### src/common/beam_pkg.sv
package beam_pkg;

    // stream geometry
    localparam int num_channels = 4;
    localparam int num_samples = 8;

    // input and output samples share one width
    localparam int sample_width = 16;

    // weights are Q1.7, so one sign bit and seven fraction bits
    localparam int weight_width = 8;
    localparam int weight_frac_bits = 7;

    // 16x8 signed product is 24 bits, one more for the add or subtract
    localparam int product_width = 25;

    // four 16-bit terms need two extra bits of headroom
    localparam int sum_width = 18;

    // divide the channel sum by num_channels
    localparam int sum_shift = 2;

    typedef logic signed [sample_width-1:0] sample_t;

    // full-width complex product-sum of one sample
    typedef logic signed [product_width-1:0] product_t;

    // cross-channel accumulator
    typedef logic signed [sum_width-1:0] sum_t;

    // eight complex samples, real and imag parts in separate lanes
    typedef struct packed {
        sample_t [num_samples-1:0] re;
        sample_t [num_samples-1:0] im;
    } cplx_vec_t;

    // one complex weight
    typedef struct packed {
        logic signed [weight_width-1:0] re;
        logic signed [weight_width-1:0] im;
    } weight_t;

    // one input beat, all channels arrive together
    typedef struct packed {
        cplx_vec_t [num_channels-1:0] chan;
        logic last;
    } beam_beat_t;

    // weight per channel, index matches beam_beat_t.chan
    typedef weight_t [num_channels-1:0] weight_set_t;

endpackage

### src/hw/combiner/beam_combiner.sv
module beam_combiner (
    input  logic clock,
    input  logic resetn,

    // stage one control from the ingress
    input  logic in_valid,
    input  logic in_last,

    // stage two data from the weighting blocks
    input  beam_pkg::cplx_vec_t [beam_pkg::num_channels-1:0] weighted,

    // shift enable for the whole pipeline
    output logic advance,

    // output stream
    output logic m_valid,
    input  logic m_ready,
    output beam_pkg::cplx_vec_t m_data,
    output logic m_last
);

    import beam_pkg::*;

    // stage two control, aligned with the weighted data
    logic valid_q;
    logic last_q;

    // per sample cross-channel sums
    sum_t sum_re [num_samples];
    sum_t sum_im [num_samples];

    // sums after the divide by num_channels
    sum_t scaled_re [num_samples];
    sum_t scaled_im [num_samples];

    // output register empty or being drained this cycle
    // all three stages stall together otherwise
    assign advance = !m_valid || m_ready;

    // add the four channels per sample and per part
    always_comb begin
        sum_t acc_re;
        sum_t acc_im;
        for (int s = 0; s < num_samples; s++) begin
            acc_re = '0;
            acc_im = '0;
            for (int c = 0; c < num_channels; c++) begin
                // sign extend each 16-bit term to 18 bits
                acc_re = acc_re + sum_t'($signed(weighted[c].re[s]));
                acc_im = acc_im + sum_t'($signed(weighted[c].im[s]));
            end
            sum_re[s] = acc_re;
            sum_im[s] = acc_im;
            scaled_re[s] = sum_re[s] >>> sum_shift;
            scaled_im[s] = sum_im[s] >>> sum_shift;
        end
    end

    // valids for stage two and the output
    always_ff @(posedge clock) begin
        if (!resetn) begin
            valid_q <= 1'b0;
            m_valid <= 1'b0;
        end else if (advance) begin
            valid_q <= in_valid;
            m_valid <= valid_q;
        end
    end

    // last follows its beat, result fits 16 bits after the shift
    always_ff @(posedge clock) begin
        if (advance) begin
            last_q <= in_last;
            m_last <= last_q;
            for (int s = 0; s < num_samples; s++) begin
                m_data.re[s] <= scaled_re[s][sample_width-1:0];
                m_data.im[s] <= scaled_im[s][sample_width-1:0];
            end
        end
    end

endmodule

### config.mk
export PLATFORM = sky130hd
export DESIGN_NAME = beam_combiner
export DESIGN_NICKNAME = d
export VERILOG_FILES = /design/src/common/beam_pkg.sv /design/src/hw/combiner/beam_combiner.sv
export SDC_FILE = /design/constraint.sdc
export NUM_CORES = 2
export LEC_CHECK = 0
export BUFFER_PORTS_ARGS = -buffer_cell sky130_fd_sc_hd__buf_4
export CAP_MARGIN = 20
export CORE_AREA = 2 2 499 501
export DETAILED_ROUTE_END_ITERATION = 7
export DIE_AREA = 0 0 501 503
export GPL_ROUTABILITY_DRIVEN = 0
export PLACE_DENSITY_LB_ADDON = 0.05
export SYNTH_ARGS = -nofsm -noshare
export SYNTH_HDL_FRONTEND = slang
export SYNTH_SLANG_ARGS = --single-unit
### constraint.sdc
create_clock -name clock -period 8.4 [get_ports clock]
set_clock_uncertainty 0.1 [all_clocks]
set_input_delay 0.42 -clock clock [delete_from_list [all_inputs] [get_ports clock]]
set_output_delay 0.42 -clock clock [all_outputs]
set_load 0.02 [all_outputs]
==> impl_metrics.csv <==
group,metric,value,unit
status,outcome,"finished, final reports clean",
finish,multiInputGateArea,22100,µm²
sta,fmax,268,MHz
run,cap_viol_max_count,0,
yosys,synth_area_per_cell,9.12,µm²
clock_network,htree_num_levels,2,
finish,drive_gt1_share,26.4,%
finish,fillCellCount,27700,
critical_path,critPathKind,"in -> reg",
floorplan,rows,183,
critical_path,required,8800,ps
floorplan,dieArea,252000,µm²
critical_path,regToRegSetupSlack,5590,ps
sta,finalSetupViolations,0,
yosys,ys_seq_area_share,21.9,%
power_and_ir_drop,totalPowerFinal,13.1,mW
grt,grt_pass1_vias,33200,
clock_network,cts_root_buffer,"clkbuf_16",
critical_path,cp_max_fo,4,
yosys,synth-compound-area-share,11.2,%
grt,grt_start_max_net_pins,82,
yosys,synth_top_family_by_area,"adder cells",
floorplan,start_util,14.4,%
yosys,synth_adder_area_share,38.1,%
yosys,synth_cell_types,70,
yosys,yosysWarnings,0,
critical_path,reg2reg_from,"m_valid",
yosys,synthMuxAreaShare,0.228,%
placement,hpwl,161000,µm
min_path,holdPathEnd,"m_data[240]",
min_path,min_path_cells,4,
clock_network,clkLatencyLatePin,640,ps
sta,slew_headroom,31.2,%
sta,fin_setup_tns,0,ps
finish,regArea,7790,µm²
drt,via_per_inst,3.53,
clock_network,postCtsHoldBufs,3,
grt,grt_pass1_wl,244000,µm
power_and_ir_drop,ir_worst_vdd,0.170,mV
critical_path,startpoint,"weighted[161]",
critical_path,arrival,4130,ps
sta,period_minus_slack,3730,ps
clock_network,tritoncts,"yes",
yosys,synth_ff_type,"edfxtp_1",
drt,ant_nets,0,
critical_path,r2r_cells,3,
floorplan,coreArea,247000,µm²
min_path,hold_start,"weighted[1008]",
drt,first_iter_violations,1040,
yosys,synthArstFlopShare,0,%
clock_network,cts.path.max_buffers,3,
clock_network,cts_buffers,47,
yosys,syn_inst,3907,
floorplan,die_x,501,µm
critical_path,startpoint_type,"primary input",
min_path,hold_path_class,"in -> reg",
clock_network,cts_sinks,260,
finish,nNetsFinal,7033,
critical_path,critPathCaptureType,"flip-flop",
sta,tightest_slew,1030,ps
sta,maxSlewViolCount,0,
yosys,synth-simple-area-share,7.24,%
clock_network,post_cts_resized,0,
drt,finalWirelength,178000,µm
clock_network,clk_pin_slew_worst_paths,60,ps
power_and_ir_drop,powerDensity,256,nW/µm²
yosys,syn_nets,5704,
sta,finalHoldViolations,0,
yosys,synth-xor-area-share,5.34,%
critical_path,r2r_end,"m_data[68]",
drt,routedWlPerCell,20.8,µm
drt,drc,0,
sta,rsz0062_at_grt,"no",
power_and_ir_drop,power_leakage,26.7,nW
drt,routed-via-count,30100,
drt,dr.pass1.iters,4,
placement,numPortBuffers,1287,
finish,synthToLayoutAreaGrowth,43.2,%
yosys,postSynthRegisterBits,260,
clock_network,cts_setup_buffers,0,
floorplan,die_y,503,µm
yosys,synth_enable_flop_cells,258,
grt,antenna_found_initial,70,
grt,grt_use_total,13.8,%
floorplan,io_pins,1288,
grt,grt_overflow,0,
sta,period_share,44.4,%
yosys,syn_area,35600,µm²
## worst max-delay path: stages
cell and delay (ps):
buf_4 80, inv_1 40, fa_1 730, inv_1 100, fa_1 460, nand2_1 80
nor2_1 50, fa_1 490, a211oi_1 290, nor3_1 150, o2111a_1 310, or3_4 390
or4b_1 460, nand3_1 80
## area by class of cell
| class | instances | area share (%) |
|---|---|---|
| multi-input combinational | 2122 | 43.4 |
| timing repair buffer | 1300 | 19.2 |
| sequential | 260 | 15.3 |
| inverter | 1505 | 11.1 |
| tap | 3237 | 7.94 |
| clock buffer | 50 | 2.33 |
| clock inverter | 34 | 0.748 |
| antenna | 20 | 0.0981 |
## layer usage
metal | track usage (%) | vias to the layer above | part of all wire, %
li1 | - | 14600 | -
met1 | 15.3 | 14400 | 38
met2 | 24.2 | 899 | 50
met3 | 5.05 | 184 | 8.4
met4 | 4.35 | 40 | 2.9
met5 | 0 | - | 0.13
## power breakdown
group          total [mW]  switching (mW)  leakage [nW]  internal (mW)
registers            2.66           0.232          2.71           2.43
clock network        2.09           0.833         0.766           1.26
logic                8.30            4.93          23.3           3.37
## stage by stage
step | instance area, µm² | utilization, % | worst slack, ps | hold WS, ps | instances
after floorplan | 35600 | - | 504 | 300 | 3907
after global placement | 49400 | 20.0 | 3940 | 310 | 8421
after detailed placement | 49400 | 20.0 | 3940 | 320 | 8421
after CTS | 51000 | 20.6 | 4650 | 132 | 8508
after global routing | 51000 | 20.6 | 4470 | 189 | 8519
final | 51000 | 20.6 | 4670 | 226 | 8528
## logic make-up (layout without fill, tap and decap cells)
family | after synthesis | after routing
fa+ha+maj | 768 | 768
flops | 260 | 260
other cells | 0 | 20
buf+inv | 1525 | 2889
mux | 8 | 8
compound gates | 611 | 611
xor+xnor | 217 | 217
simple gates | 518 | 518
## cells in the mapped netlist, types with 7 or more instances
master	count	area [µm²]
a2111oi_0	13	114
a211oi_1	33	248
a21boi_0	8	60.1
a21o_1	77	578
a21oi_1	185	926
a311oi_1	7	61.3
a31oi_1	23	144
and2_1	10	62.6
and3_1	22	138
clkbuf_1	19	71.3
edfxtp_1	258	7750
fa_1	528	10600
ha_1	240	3000
inv_1	1505	5650
mux2i_1	7	70.1
nand2_1	120	450
nand2b_1	27	169
nand3_1	26	130
nand3b_1	8	60.1
nand4_1	20	125
nand4b_1	12	105
nor2_1	146	548
nor2b_1	15	93.8
nor3_1	60	300
nor4_1	8	50.1
o211ai_1	21	158
o21a_1	38	285
o21ai_0	100	500
o21bai_1	25	188
o311ai_0	7	61.3
o31ai_1	14	105
or2_2	8	50.1
or3_1	10	62.6
xnor2_1	136	1190
xor2_1	81	709
## placed cells by master, fill, tap and decap left out, types with 25 or more instances in the layout
| cell type | n |
|---|---|
| inv_1 | 1505 |
| buf_4 | 1296 |
| fa_1 | 528 |
| edfxtp_1 | 258 |
| ha_1 | 240 |
| a21oi_1 | 185 |
| nor2_1 | 146 |
| xnor2_1 | 136 |
| nand2_1 | 120 |
| o21ai_0 | 100 |
| xor2_1 | 81 |
| a21o_1 | 77 |
| nor3_1 | 60 |
| clkbuf_16 | 47 |
| o21a_1 | 38 |
| a211oi_1 | 33 |
| nand3_1 | 26 |
| nand2b_1 | 26 |
| o21bai_1 | 25 |
## flip-flops by register name, indices dropped and copies added, names as in the netlist
signal	cells
m_data	256
valid_q	1
m_valid	1
m_last	1
last_q	1
## worst max path at each step
stage	end	slack (ps)	cells past startpoint
finish	m_data[175]	4670	14
global route	m_data[175]	4470	14
CTS	m_data[174]	4650	12
detailed placement	m_data[174]	3940	12
global placement	m_data[174]	3940	12
floorplan	m_valid	500	2
Note: power is estimated with default switching activity, not from simulation.
